===== config.mk =====
export PLATFORM = sky130hd
export DESIGN_NAME = vaddrgen_top
export DESIGN_NICKNAME = d
export VERILOG_FILES = /design/src/verilog/vaddrgen_pkg.sv /design/src/verilog/axi_ax_gen.sv /design/src/verilog/ldst_cmd_queue.sv /design/src/verilog/vaddrgen_top.sv /design/src/verilog/vldst_req_intake.sv
export VERILOG_INCLUDE_DIRS = /design/src /design/src/include
export SDC_FILE = /design/constraint.sdc
export NUM_CORES = 1
export LEC_CHECK = 0
export BUFFER_PORTS_ARGS = -buffer_cell sky130_fd_sc_hd__clkbuf_2
export CORE_MARGIN = 5
export CORE_UTILIZATION = 53
export DETAILED_ROUTE_END_ITERATION = 6
export MAX_ROUTING_LAYER = met4
export PLACE_DENSITY = 0.84
export SYNTH_ARGS = -nofsm -noshare
export SYNTH_HDL_FRONTEND = slang
export SYNTH_SLANG_ARGS = --single-unit

===== constraint.sdc =====
create_clock -name clk_i -period 6.27 [get_ports clk_i]
set_clock_uncertainty 0.1 [all_clocks]
set_input_delay 0.3135 -clock clk_i [delete_from_list [all_inputs] [get_ports clk_i]]
set_output_delay 0.3135 -clock clk_i [all_outputs]
set_load 0.03 [all_outputs]

===== src/include/vaddrgen_defines.svh =====
`ifndef VADDRGEN_DEFINES_SVH
`define VADDRGEN_DEFINES_SVH

////////////////////////////////////////////////////////////////////////////
// Datapath widths
////////////////////////////////////////////////////////////////////////////

// Byte address width on the AXI address channels
`define VA_ADDR_W 32

// Vector length width, vl is at most 255
`define VA_VL_W 8

// AXI len field width
`define VA_AXLEN_W 8

////////////////////////////////////////////////////////////////////////////
// Bus and queue sizing
////////////////////////////////////////////////////////////////////////////

// Log2 of the AXI data bytes per beat (64-bit bus)
`define VA_BUS_BYTES_LOG 3

// Entries in the load/store command queue
`define VA_QUEUE_DEPTH 4

`endif


===== src/verilog/vaddrgen_pkg.sv =====
`include "vaddrgen_defines.svh"

package vaddrgen_pkg;

  ////////////////////////////////////////////////////////////////////////////
  // Encodings
  ////////////////////////////////////////////////////////////////////////////

  // Element width, encoded as log2 of the element bytes
  typedef enum logic [1:0] {
    EW8  = 2'd0,
    EW16 = 2'd1,
    EW32 = 2'd2,
    EW64 = 2'd3
  } vew_e;

  // Vector memory opcodes
  typedef enum logic [1:0] {
    OP_VLE  = 2'd0,
    OP_VSE  = 2'd1,
    OP_VLSE = 2'd2,
    OP_VSSE = 2'd3
  } mem_op_e;

  // AXI burst type code for incrementing bursts
  localparam logic [1:0] AX_BURST_INCR = 2'b01;

  ////////////////////////////////////////////////////////////////////////////
  // Interface structs
  ////////////////////////////////////////////////////////////////////////////

  // Request from the sequencer
  typedef struct packed {
    mem_op_e                op;
    logic [`VA_ADDR_W-1:0]  addr;
    logic [`VA_VL_W-1:0]    vl;
    logic [`VA_ADDR_W-1:0]  stride;
    vew_e                   vew;
  } pe_req_t;

  // Checked request, intake to generator
  typedef struct packed {
    logic [`VA_ADDR_W-1:0]  addr;
    // Remaining elements
    logic [`VA_VL_W-1:0]    len;
    logic [`VA_ADDR_W-1:0]  stride;
    vew_e                   vew;
    logic                   is_load;
    // Unit-stride, one INCR burst
    logic                   is_burst;
  } addrgen_req_t;

  // One beat on AR or AW
  typedef struct packed {
    logic [`VA_ADDR_W-1:0]  addr;
    logic [`VA_AXLEN_W-1:0] len;
    logic [2:0]             size;
    logic [1:0]             burst;
  } ax_req_t;

  // Command for the load/store units
  typedef struct packed {
    logic [`VA_ADDR_W-1:0]  addr;
    logic [`VA_AXLEN_W-1:0] len;
    logic [2:0]             size;
    logic                   is_load;
  } ldst_cmd_t;

  ////////////////////////////////////////////////////////////////////////////
  // FSM states
  ////////////////////////////////////////////////////////////////////////////

  typedef enum logic [1:0] {
    IDLE,
    CHECK,
    WAIT_DONE
  } intake_state_e;

  typedef enum logic {
    AX_IDLE,
    AX_REQUESTING
  } axgen_state_e;

endpackage


===== src/verilog/axi_ax_gen.sv =====
`timescale 1ns/1ps
`include "vaddrgen_defines.svh"

module axi_ax_gen (
  input  logic                       clk_i,
  input  logic                       rst_ni,
  // Checked request from the intake
  input  vaddrgen_pkg::addrgen_req_t req_i,
  input  logic                       req_valid_i,
  output logic                       req_done_o,
  // AXI read address channel
  output vaddrgen_pkg::ax_req_t      ar_o,
  output logic                       ar_valid_o,
  input  logic                       ar_ready_i,
  // AXI write address channel
  output vaddrgen_pkg::ax_req_t      aw_o,
  output logic                       aw_valid_o,
  input  logic                       aw_ready_i,
  // Command queue
  output vaddrgen_pkg::ldst_cmd_t    cmd_o,
  output logic                       cmd_push_o,
  input  logic                       q_full_i,
  input  logic                       q_empty_i,
  input  logic                       q_head_is_load_i
);

  vaddrgen_pkg::axgen_state_e state_q;
  vaddrgen_pkg::axgen_state_e state_d;

  // Working copy of the request
  vaddrgen_pkg::addrgen_req_t work_q;
  logic [`VA_AXLEN_W-1:0]     burst_len_q;

  logic [`VA_VL_W+2:0]        byte_len;
  logic [`VA_VL_W+2:0]        beats_m1;
  logic                       capture;
  logic                       order_ok;
  logic                       ax_ready;
  logic                       fire;
  logic                       last_beat;
  vaddrgen_pkg::ax_req_t      beat;

  ////////////////////////////////////////////////////////////////////////////
  // Burst sizing
  ////////////////////////////////////////////////////////////////////////////

  // Bytes of the whole unit-stride access
  assign byte_len = {3'b000, req_i.len} << req_i.vew;

  // Beat count minus one, rounded up to whole bus words
  assign beats_m1 = (byte_len - 1'b1) >> `VA_BUS_BYTES_LOG;

  assign capture = (state_q == vaddrgen_pkg::AX_IDLE) && req_valid_i;

  ////////////////////////////////////////////////////////////////////////////
  // Issue gating
  ////////////////////////////////////////////////////////////////////////////

  // No channel switch while the other channel still has queued commands
  assign order_ok = q_empty_i || (q_head_is_load_i == work_q.is_load);

  assign ax_ready = work_q.is_load ? ar_ready_i : aw_ready_i;

  // A raised valid is a completed transfer
  assign fire = (state_q == vaddrgen_pkg::AX_REQUESTING) && order_ok && !q_full_i && ax_ready;

  // Bursts are a single request, strided ones end on the final element
  assign last_beat = work_q.is_burst || (work_q.len <= `VA_VL_W'(1));

  ////////////////////////////////////////////////////////////////////////////
  // Beat and command
  ////////////////////////////////////////////////////////////////////////////

  always_comb begin
    beat.addr  = work_q.addr;
    beat.burst = vaddrgen_pkg::AX_BURST_INCR;
    if (work_q.is_burst) begin
      beat.len  = burst_len_q;
      beat.size = 3'(`VA_BUS_BYTES_LOG);
    end else begin
      // Single element per strided beat
      beat.len  = '0;
      beat.size = {1'b0, work_q.vew};
    end
  end

  assign ar_o       = beat;
  assign aw_o       = beat;
  assign ar_valid_o = fire && work_q.is_load;
  assign aw_valid_o = fire && !work_q.is_load;

  // Same content as the AX beat plus the direction
  assign cmd_o.addr    = beat.addr;
  assign cmd_o.len     = beat.len;
  assign cmd_o.size    = beat.size;
  assign cmd_o.is_load = work_q.is_load;
  assign cmd_push_o    = fire;

  assign req_done_o = fire && last_beat;

  ////////////////////////////////////////////////////////////////////////////
  // FSM and working registers
  ////////////////////////////////////////////////////////////////////////////

  always_comb begin
    state_d = state_q;
    case (state_q)
      vaddrgen_pkg::AX_IDLE: begin
        if (req_valid_i) begin
          state_d = vaddrgen_pkg::AX_REQUESTING;
        end
      end
      vaddrgen_pkg::AX_REQUESTING: begin
        if (req_done_o) begin
          state_d = vaddrgen_pkg::AX_IDLE;
        end
      end
      default: state_d = vaddrgen_pkg::AX_IDLE;
    endcase
  end

  always_ff @(posedge clk_i or negedge rst_ni) begin
    if (!rst_ni) begin
      state_q <= vaddrgen_pkg::AX_IDLE;
    end else begin
      state_q <= state_d;
    end
  end

  always_ff @(posedge clk_i) begin
    if (capture) begin
      work_q      <= req_i;
      burst_len_q <= beats_m1[`VA_AXLEN_W-1:0];
    end else if (fire && !work_q.is_burst) begin
      // Next strided element
      work_q.len  <= work_q.len - 1'b1;
      work_q.addr <= work_q.addr + work_q.stride;
    end
  end

endmodule


===== src/verilog/ldst_cmd_queue.sv =====
`timescale 1ns/1ps
`include "vaddrgen_defines.svh"

module ldst_cmd_queue (
  input  logic                    clk_i,
  input  logic                    rst_ni,
  // Push side, from the generator
  input  vaddrgen_pkg::ldst_cmd_t cmd_i,
  input  logic                    push_i,
  // Pop side, load and store units
  input  logic                    ldu_ready_i,
  input  logic                    stu_ready_i,
  output vaddrgen_pkg::ldst_cmd_t cmd_o,
  output logic                    valid_o,
  // Status
  output logic                    full_o,
  output logic                    empty_o,
  output logic                    head_is_load_o
);

  localparam int unsigned PtrW = $clog2(`VA_QUEUE_DEPTH);
  localparam int unsigned CntW = $clog2(`VA_QUEUE_DEPTH + 1);

  vaddrgen_pkg::ldst_cmd_t mem_q [`VA_QUEUE_DEPTH];

  logic [PtrW-1:0] wr_ptr_q;
  logic [PtrW-1:0] rd_ptr_q;
  logic [CntW-1:0] count_q;
  logic            push;
  logic            pop;

  assign full_o  = (count_q == CntW'(`VA_QUEUE_DEPTH));
  assign empty_o = (count_q == '0);

  // Either unit takes the head, nothing to take when empty
  assign pop  = (ldu_ready_i || stu_ready_i) && !empty_o;
  assign push = push_i && !full_o;

  assign cmd_o          = mem_q[rd_ptr_q];
  assign valid_o        = !empty_o;
  assign head_is_load_o = mem_q[rd_ptr_q].is_load;

  always_ff @(posedge clk_i or negedge rst_ni) begin
    if (!rst_ni) begin
      wr_ptr_q <= '0;
      rd_ptr_q <= '0;
      count_q  <= '0;
    end else begin
      if (push) begin
        wr_ptr_q <= (wr_ptr_q == PtrW'(`VA_QUEUE_DEPTH - 1)) ? '0 : wr_ptr_q + 1'b1;
      end
      if (pop) begin
        rd_ptr_q <= (rd_ptr_q == PtrW'(`VA_QUEUE_DEPTH - 1)) ? '0 : rd_ptr_q + 1'b1;
      end
      // Simultaneous push and pop keep the count
      if (push && !pop) begin
        count_q <= count_q + 1'b1;
      end else if (pop && !push) begin
        count_q <= count_q - 1'b1;
      end
    end
  end

  // Storage
  always_ff @(posedge clk_i) begin
    if (push) begin
      mem_q[wr_ptr_q] <= cmd_i;
    end
  end

endmodule


===== src/verilog/vaddrgen_top.sv =====
`timescale 1ns/1ps

module vaddrgen_top (
  input  logic                    clk_i,
  input  logic                    rst_ni,
  // Sequencer
  input  vaddrgen_pkg::pe_req_t   pe_req_i,
  input  logic                    pe_req_valid_i,
  output logic                    ack_o,
  output logic                    error_o,
  // AXI address channels
  output vaddrgen_pkg::ax_req_t   ar_o,
  output logic                    ar_valid_o,
  input  logic                    ar_ready_i,
  output vaddrgen_pkg::ax_req_t   aw_o,
  output logic                    aw_valid_o,
  input  logic                    aw_ready_i,
  // Load/store units
  output vaddrgen_pkg::ldst_cmd_t ldst_cmd_o,
  output logic                    ldst_cmd_valid_o,
  input  logic                    ldu_ready_i,
  input  logic                    stu_ready_i
);

  // Intake to generator
  vaddrgen_pkg::addrgen_req_t addrgen_req;
  logic                       addrgen_req_valid;
  logic                       addrgen_req_done;

  // Generator to queue
  vaddrgen_pkg::ldst_cmd_t    cmd;
  logic                       cmd_push;
  logic                       q_full;
  logic                       q_empty;
  logic                       q_head_is_load;

  vldst_req_intake intake_i (
    .clk_i          (clk_i),
    .rst_ni         (rst_ni),
    .pe_req_i       (pe_req_i),
    .pe_req_valid_i (pe_req_valid_i),
    .req_o          (addrgen_req),
    .req_valid_o    (addrgen_req_valid),
    .req_done_i     (addrgen_req_done),
    .ack_o          (ack_o),
    .error_o        (error_o)
  );

  axi_ax_gen ax_gen_i (
    .clk_i            (clk_i),
    .rst_ni           (rst_ni),
    .req_i            (addrgen_req),
    .req_valid_i      (addrgen_req_valid),
    .req_done_o       (addrgen_req_done),
    .ar_o             (ar_o),
    .ar_valid_o       (ar_valid_o),
    .ar_ready_i       (ar_ready_i),
    .aw_o             (aw_o),
    .aw_valid_o       (aw_valid_o),
    .aw_ready_i       (aw_ready_i),
    .cmd_o            (cmd),
    .cmd_push_o       (cmd_push),
    .q_full_i         (q_full),
    .q_empty_i        (q_empty),
    .q_head_is_load_i (q_head_is_load)
  );

  ldst_cmd_queue cmd_queue_i (
    .clk_i          (clk_i),
    .rst_ni         (rst_ni),
    .cmd_i          (cmd),
    .push_i         (cmd_push),
    .ldu_ready_i    (ldu_ready_i),
    .stu_ready_i    (stu_ready_i),
    .cmd_o          (ldst_cmd_o),
    .valid_o        (ldst_cmd_valid_o),
    .full_o         (q_full),
    .empty_o        (q_empty),
    .head_is_load_o (q_head_is_load)
  );

endmodule


===== src/verilog/vldst_req_intake.sv =====
`timescale 1ns/1ps
`include "vaddrgen_defines.svh"

module vldst_req_intake (
  input  logic                       clk_i,
  input  logic                       rst_ni,
  // Sequencer side
  input  vaddrgen_pkg::pe_req_t      pe_req_i,
  input  logic                       pe_req_valid_i,
  // Generator side
  output vaddrgen_pkg::addrgen_req_t req_o,
  output logic                       req_valid_o,
  input  logic                       req_done_i,
  // Acknowledge pulses
  output logic                       ack_o,
  output logic                       error_o
);

  vaddrgen_pkg::intake_state_e state_q;
  vaddrgen_pkg::intake_state_e state_d;

  // Held copy of the sequencer request
  vaddrgen_pkg::pe_req_t req_q;

  logic [`VA_ADDR_W-1:0] align_mask;
  logic                  misaligned;

  // Low vew bits of the base must be zero
  assign align_mask = (`VA_ADDR_W'(1) << req_q.vew) - `VA_ADDR_W'(1);
  assign misaligned = |(req_q.addr & align_mask);

  // Checked request toward the generator
  assign req_o.addr     = req_q.addr;
  assign req_o.len      = req_q.vl;
  assign req_o.stride   = req_q.stride;
  assign req_o.vew      = req_q.vew;
  assign req_o.is_load  = req_q.op inside {vaddrgen_pkg::OP_VLE, vaddrgen_pkg::OP_VLSE};
  assign req_o.is_burst = req_q.op inside {vaddrgen_pkg::OP_VLE, vaddrgen_pkg::OP_VSE};

  always_comb begin
    state_d     = state_q;
    req_valid_o = 1'b0;
    ack_o       = 1'b0;
    error_o     = 1'b0;

    case (state_q)
      vaddrgen_pkg::IDLE: begin
        // Capture happens in the register block below
        if (pe_req_valid_i) begin
          state_d = vaddrgen_pkg::CHECK;
        end
      end
      vaddrgen_pkg::CHECK: begin
        // One cycle only, misaligned requests end here
        if (misaligned) begin
          ack_o   = 1'b1;
          error_o = 1'b1;
          state_d = vaddrgen_pkg::IDLE;
        end else begin
          state_d = vaddrgen_pkg::WAIT_DONE;
        end
      end
      vaddrgen_pkg::WAIT_DONE: begin
        // Level until the generator issues the last beat
        req_valid_o = 1'b1;
        if (req_done_i) begin
          ack_o   = 1'b1;
          state_d = vaddrgen_pkg::IDLE;
        end
      end
      default: state_d = vaddrgen_pkg::IDLE;
    endcase
  end

  always_ff @(posedge clk_i or negedge rst_ni) begin
    if (!rst_ni) begin
      state_q <= vaddrgen_pkg::IDLE;
    end else begin
      state_q <= state_d;
    end
  end

  // Request payload, loaded only in IDLE
  always_ff @(posedge clk_i) begin
    if (state_q == vaddrgen_pkg::IDLE && pe_req_valid_i) begin
      req_q <= pe_req_i;
    end
  end

endmodule

; Yosys cells after proc, flatten, opt, wreduce, memory -nomap -nowiden
; Memory sizes are Yosys's and may differ from the RTL's.
; Index checks and enable logic that the tools add are counted.
[word_totals]
ramBits = 176
memories = 1
regBits = 170
[memory_table]
columns = name, words, word_bits, read_ports, rd_clocked_by_memory_dff, wr, line_no
row1 = cmd_queue_i.mem_q, 4, 44, 1, 0, 1, ldst_cmd_queue.sv:24  ; vaddrgen_pkg::ldst_cmd_t mem_q [`VA_QUEUE_DEPTH];
[classes]
addsub = 8
eq_ne = 10
order_cmp = 1
shifts = 2
n_reduce_logical = 31
n_mux = 22
n_bitwise = 2
[op_table]
columns = op, n
row1 = 40-bit 2-to-1 mux, 2
row2 = 32-bit adder, 1
row3 = 32-bit AND, 1
row4 = 32-bit OR reduction, 1
row5 = 1-bit by 2-bit << shifter with 32-bit output (first input constant), 1
row6 = 32-bit by 2-bit subtractor with 32-bit output (second input constant), 1
row7 = 1-bit logical AND, 13
row8 = 11-bit 2-to-1 mux, 1
row9 = 8-bit by 2-bit << shifter with 11-bit output, 1
row10 = 11-bit by 1-bit subtractor with 11-bit output (second input constant), 1
row11 = 2-bit 2-to-1 mux, 5
row12 = 1-bit 2-to-1 mux, 9
row13 = 2-bit == test (second input constant), 4
row14 = 8-bit by 1-bit <= comparator with 1-bit output (second input constant), 1
row15 = 2-bit nonzero test, 4
row16 = 8-bit by 1-bit subtractor with 8-bit output (second input constant), 1
row17 = 1-bit logical NOT, 6
row18 = 3-bit 2-to-1 mux, 2
row19 = 2-bit case mux with 3 select lines, 1
row20 = 2-bit by 1-bit adder with 2-bit output (second input constant), 2
row21 = 2-bit by 1-bit == test with 1-bit output (second input constant), 2
row22 = 2-bit logical NOT, 2
row23 = 2-bit inequality test (second input constant), 2
row24 = 1-bit case mux with 2 select lines, 2
row25 = 8 further kinds, 10

; Depth between registers and ports, before layout
; An unclocked memory read counts as a cell.
[logic_depth]
ltp_word = 11
depth_mapped = 12

; Hierarchy
; From an unflattened synthesis, not the netlist that was laid out.
[unflattened]
hier_cells = 1093
area_unflattened_um2 = 16244.3
[by_module_without_submodules]
columns = module, seq_area_each_um2, cells_per_inst, n_inst, area_each_um2
row1 = ldst_cmd_queue, 5460.2, 269, 1, 6884.1
row2 = axi_ax_gen, 2547.4, 632, 1, 6192.2
row3 = vldst_req_intake, 2332.2, 192, 1, 3168.0

; Least setup slack after synthesis
; Ideal clock, no wire load.
[synth_timing]
kind = flip-flop to flip-flop
start = reg cmd_queue_i.rd_ptr_q[0]
end = reg ax_gen_i.work_q, in the netlist ax_gen_i.ar_o[13], enable pin
required_time_ps = 5677
path_stages_with_launch = 9
period_less_slack_ps = 5137
slack_ps = 1133
path_buffers = 2
setup_ps = 493
arrival_time_ps = 4545
path_cell_list = dfrtp_1 > buf_2 > mux4_2 > nand2_1 > a21oi_1 > a211oi_1 > buf_2 > inv_1 > o21ai_0
[synth_via]
elab_chain_len = 8
[synth_rtl]
columns = item, line_no
row1 = "start, declared", ldst_cmd_queue.sv:27  ; logic [PtrW-1:0] rd_ptr_q;
row2 = "start signal, assigned", ldst_cmd_queue.sv:53  ; rd_ptr_q <= (rd_ptr_q == PtrW'(`VA_QUEUE_DEPTH - 1)) ? '0 : rd_ptr_q + 1'b1;
row3 = memory read 4 x 44 bit, --
row4 = net ax_gen_i.q_head_is_load_i, axi_ax_gen.sv:24  ; input logic q_head_is_load_i
row5 = 1-bit == test, axi_ax_gen.sv:60  ; assign order_ok = q_empty_i || (q_head_is_load_i == work_q.is_load);
row6 = 1-bit logical OR, axi_ax_gen.sv:60
row7 = 1-bit logical AND (3 in a row), axi_ax_gen.sv:65  ; assign fire = (state_q == vaddrgen_pkg::AX_REQUESTING) && order_ok && !q_full_i && ax_ready;
row8 = 1-bit logical AND, axi_ax_gen.sv:134  ; end else if (fire && !work_q.is_burst) begin
row9 = 2-bit nonzero test (no source line), --
row10 = "end signal, assigned", axi_ax_gen.sv:132  ; work_q <= req_i;
row11 = "end, declared", axi_ax_gen.sv:31  ; vaddrgen_pkg::addrgen_req_t work_q;
; The timed path passes the listed nets, and every way through them passes these cells.
; A chain may end at the register's enable or synchronous reset.

; Final worst setup path
[layout_timing]
start = reg cmd_queue_i.rd_ptr_q[0]
end = out ack_o
[layout_via]
elab_chain_len = 9
[layout_rtl]
columns = item, line_no
row1 = memory read 4 x 44 bit, --
row2 = 1-bit == test, axi_ax_gen.sv:60
row3 = 1-bit logical OR, axi_ax_gen.sv:60
row4 = 1-bit logical AND (3 in a row), axi_ax_gen.sv:65
row5 = 1-bit logical AND, axi_ax_gen.sv:99  ; assign req_done_o = fire && last_beat;
row6 = 1-bit 2-to-1 mux, vldst_req_intake.sv:66  ; if (req_done_i) begin
row7 = 1-bit case mux with 2 select lines, vldst_req_intake.sv:46  ; case (state_q)
row8 = "end, declared", vaddrgen_top.sv:9  ; output logic ack_o,
; No other way between the ends.

==> flow_metrics.tcl <==
set metrics [dict create \
    grt_overflow 0 \
    nNetsFinal 1328 \
    leakage_uw 0.00666 \
    synth.distinct_cells 62 \
    chipHeight_um 179 \
    grt_pass1_wl_um 50200 \
    cp_max_fo 11 \
    synth-simple-area-share_pct 5.89 \
    synth_top_family_by_area "multiplexers" \
    cts.sinks 342 \
    crit_family "compound AO/OA/AOI/OAI gates" \
    clock_path_buffers 3 \
    synth_top_area_cell "edfxtp_1" \
    dieArea_um2 32000 \
    rsz0062_at_grt "no" \
    yosysTopAreaCellShare_pct 66.0 \
    fin_util_pct 64.1 \
    synth_edf_count 332 \
    crit_buf_inv 1 \
    drt-vias-per-instance 5.53 \
    worstMarginPinSlew_ns 1.20 \
    rows 61 \
    drv_cap 0 \
    die_w_um 179 \
    core_area_um2 27900 \
    ys_warn_count 0 \
    clkTransAtPathRegs_ns 0.06 \
    syn_avg_cell_area_um2 15.3 \
    period_needed_ns 3.71 \
    cts_root_buffer "clkbuf_16" \
    hold_class "primary input to flop" \
    ir_worst_vdd_v 0.000286 \
    wl_per_cell_um 20.8 \
    hold_violations 0 \
    track_usage_pct 21.2 \
    synthAdderAreaFrac_pct 3.91 \
    period_share_pct 59.1 \
    worstPathArrival_ns 3.29 \
    slowest_stage "a211oi_1" \
    cts_tree "built" \
    status "finished clean" \
    timing.fmax_mhz 270 \
    ys_seq_area_share_pct 67.7 \
    synth-compound-area-share_pct 6.58 \
    num_antenna_cells 0 \
    synthArstFlopShare_pct 2.92 \
    clock_latency_ns 0.50 \
    io-pin-count 222 \
    gp_congestion 0.938 \
    worstSetupEndpointType "output port" \
    slowest_delay_ns 0.83 \
    finalSetupViolations 0 \
    htree_levels 2 \
    syn_area_um2 15100 \
    cts_buffers 36 \
    drc 0 \
    first_global_vias 8884 \
    dp_hpwl_um 20800 \
    drive_above_1_share_pct 28.0 \
    initial_core_util_pct 54.0 \
    p_per_area_nw_per_um2 453 \
    synth_xor_area_share_pct 2.38 \
    fillers 1951 \
    cts_resized 0 \
    critPathRequiredTime_ns 5.86 \
    fin_setup_tns_ns 0 \
    antenna_found_initial 0 \
    slew_headroom_pct 19.7 \
    start_kind "flop" \
    dr.pass1.iters 5 \
    port_buffers 214 \
    vias 8861 \
    post_synth_mux_area_share_pct 7.32 \
    synthFlopType "edfxtp_1" \
    slew_violations 0 \
    wl_um 33200 \
    antenna_left 0 \
    synth_seq_cells 342 \
    grt_max_degree 77 \
    drt_iter0_drc 732 \
    cp_cell_sequence "mux4_2, nand2_1, a21oi_1, a211oi_1, o21ai_0, nor2_1, o21a_1, clkbuf_2" \
    synthTopCellsByArea "edfxtp_1 66%, mux4_2 6.4%, buf_4 4.6%" \
    path_class "flop to output port" \
    syn_inst 987 \
    area_delta_synth_final_pct 18.6 \
]
worst paths after layout:
| check | slack (ns) | start | to | cells past startpoint |
|---|---|---|---|---|
| hold reg to reg | 0.31 | intake_i.req_o[18] | ax_gen_i.work_q[18] | 0 |
| max in group asynchronous | 5.70 | rst_ni | cmd_queue_i.rd_ptr_q[0] | 2 |
| setup reg to reg | 2.65 | ax_gen_i.ar_o[13] | ax_gen_i.ar_o[41] | 11 |
| min in group asynchronous | 0.13 | rst_ni | cmd_queue_i.count_q[2] | 2 |
| hold / removal | 0.08 | pe_req_valid_i | intake_i.state_q[1] | 3 |
| setup / recovery | 2.56 | cmd_queue_i.rd_ptr_q[0] | ack_o | 8 |
where the power goes:
group | switching, uW | internal [uW]
clock | 841 | 1410
combinational | 1660 | 906
sequential | 259 | 3050
layout make-up:
cell class / count / area (um2) / area share (%)
flip-flops and latches: 342 / 10200 / 57.1
multi-input cells: 497 / 3980 / 22.2
repair buffers: 296 / 1880 / 10.5
clock inverters: 19 / 300 / 1.68
well taps: 378 / 473 / 2.64
clock buffers: 43 / 948 / 5.30
inverters: 26 / 97.6 / 0.545
cells in the mapped netlist, types with 7 or more instances:
library cell and instances:
nor2_1 50, and2_1 15, xor2_1 19, o21ai_0 40
nand2_1 64, nor3_1 7, clkbuf_1 22, dfrtp_1 10
a21o_1 14, edfxtp_1 332, buf_4 93, inv_1 26
mux2i_1 8, nand3_1 8, a21oi_1 58, xnor2_1 22
nand4_1 8, ha_1 44, mux4_2 43
stage by stage:
| stage | cell area [um2] | instances | setup WS [ns] | hold WS (ns) | total power, uW |
|---|---|---|---|---|---|
| 6_report | 17900 | 1601 | 2.56 | 0.0795 | 8120 |
| 5_1_grt | 17900 | 1601 | 2.30 | 0.0738 | 8500 |
| 4_1_cts | 17900 | 1601 | 2.57 | 0.0534 | 8190 |
| 3_5_place_dp | 15900 | 1462 | 2.73 | 0.102 | 5890 |
| 3_3_place_gp | 15900 | 1462 | 2.83 | 0.0977 | 5830 |
| 2_1_floorplan | 15100 | 992 | 1.13 | -0.0821 | 5270 |
per-layer routing:
layer  wire length, um  GRT usage [%]  up-vias
met5                 0              -        -
met4               856           6.14        0
met3              2340           3.46       69
met2             16700           34.9      365
met1             13300           27.8     4371
li1                  -              -     4056
cell families after synthesis:
logic type,after synthesis
compound gates,159
xor+xnor,41
fa+ha+maj,46
buf+inv,153
flops,342
mux,56
other cells,2
simple gates,188
worst reg2reg max path: stages (launching register included):
cell	delay [ns]
edfxtp_1	0.46
ha_1	0.27
fa_1	0.45
a211oi_1	0.31
nor2_1	0.17
o31ai_1	0.40
a21oi_2	0.19
a21boi_1	0.31
o21a_1	0.16
o21ai_0	0.09
nand4b_1	0.12
or3b_1	0.35
cell usage in the layout, fill, tap and decap left out, types with 6 or more instances in the layout:
cell	count
bufinv_16	8
o21ai_0	39
inv_1	25
clkbuf_16	37
a21o_1	14
dfrtp_1	8
mux2i_1	8
nand2_1	64
nand3_1	8
ha_1	44
and2_1	10
a21oi_1	58
nor2b_1	6
clkbuf_2	214
or2_2	6
clkbuf_1	6
xnor2_1	22
xor2_1	19
conb_1	7
edfxtp_1	332
nor4_1	6
nand4_1	8
nor3_1	7
nor2_1	50
mux4_2	43
dlygate4sd3_1	77
timing repair:
item | CTS | global route
hold endpoints to repair | 86 | 0
buffers inserted | 0 | 0
hold buffers | 77 | 0
flip-flops by register name (all words and copies together), names as in the netlist:
name,count
ax_gen_i.ar_o,32
ax_gen_i.burst_len_q,8
ax_gen_i.cmd_o,1
ax_gen_i.state_q,1
ax_gen_i.work_q,43
cmd_queue_i.count_q,3
cmd_queue_i.mem_q,172
cmd_queue_i.rd_ptr_q,2
cmd_queue_i.wr_ptr_q,2
intake_i.req_o,74
intake_i.req_q,2
intake_i.state_q,2
Power figures use the tool's default switching activity.
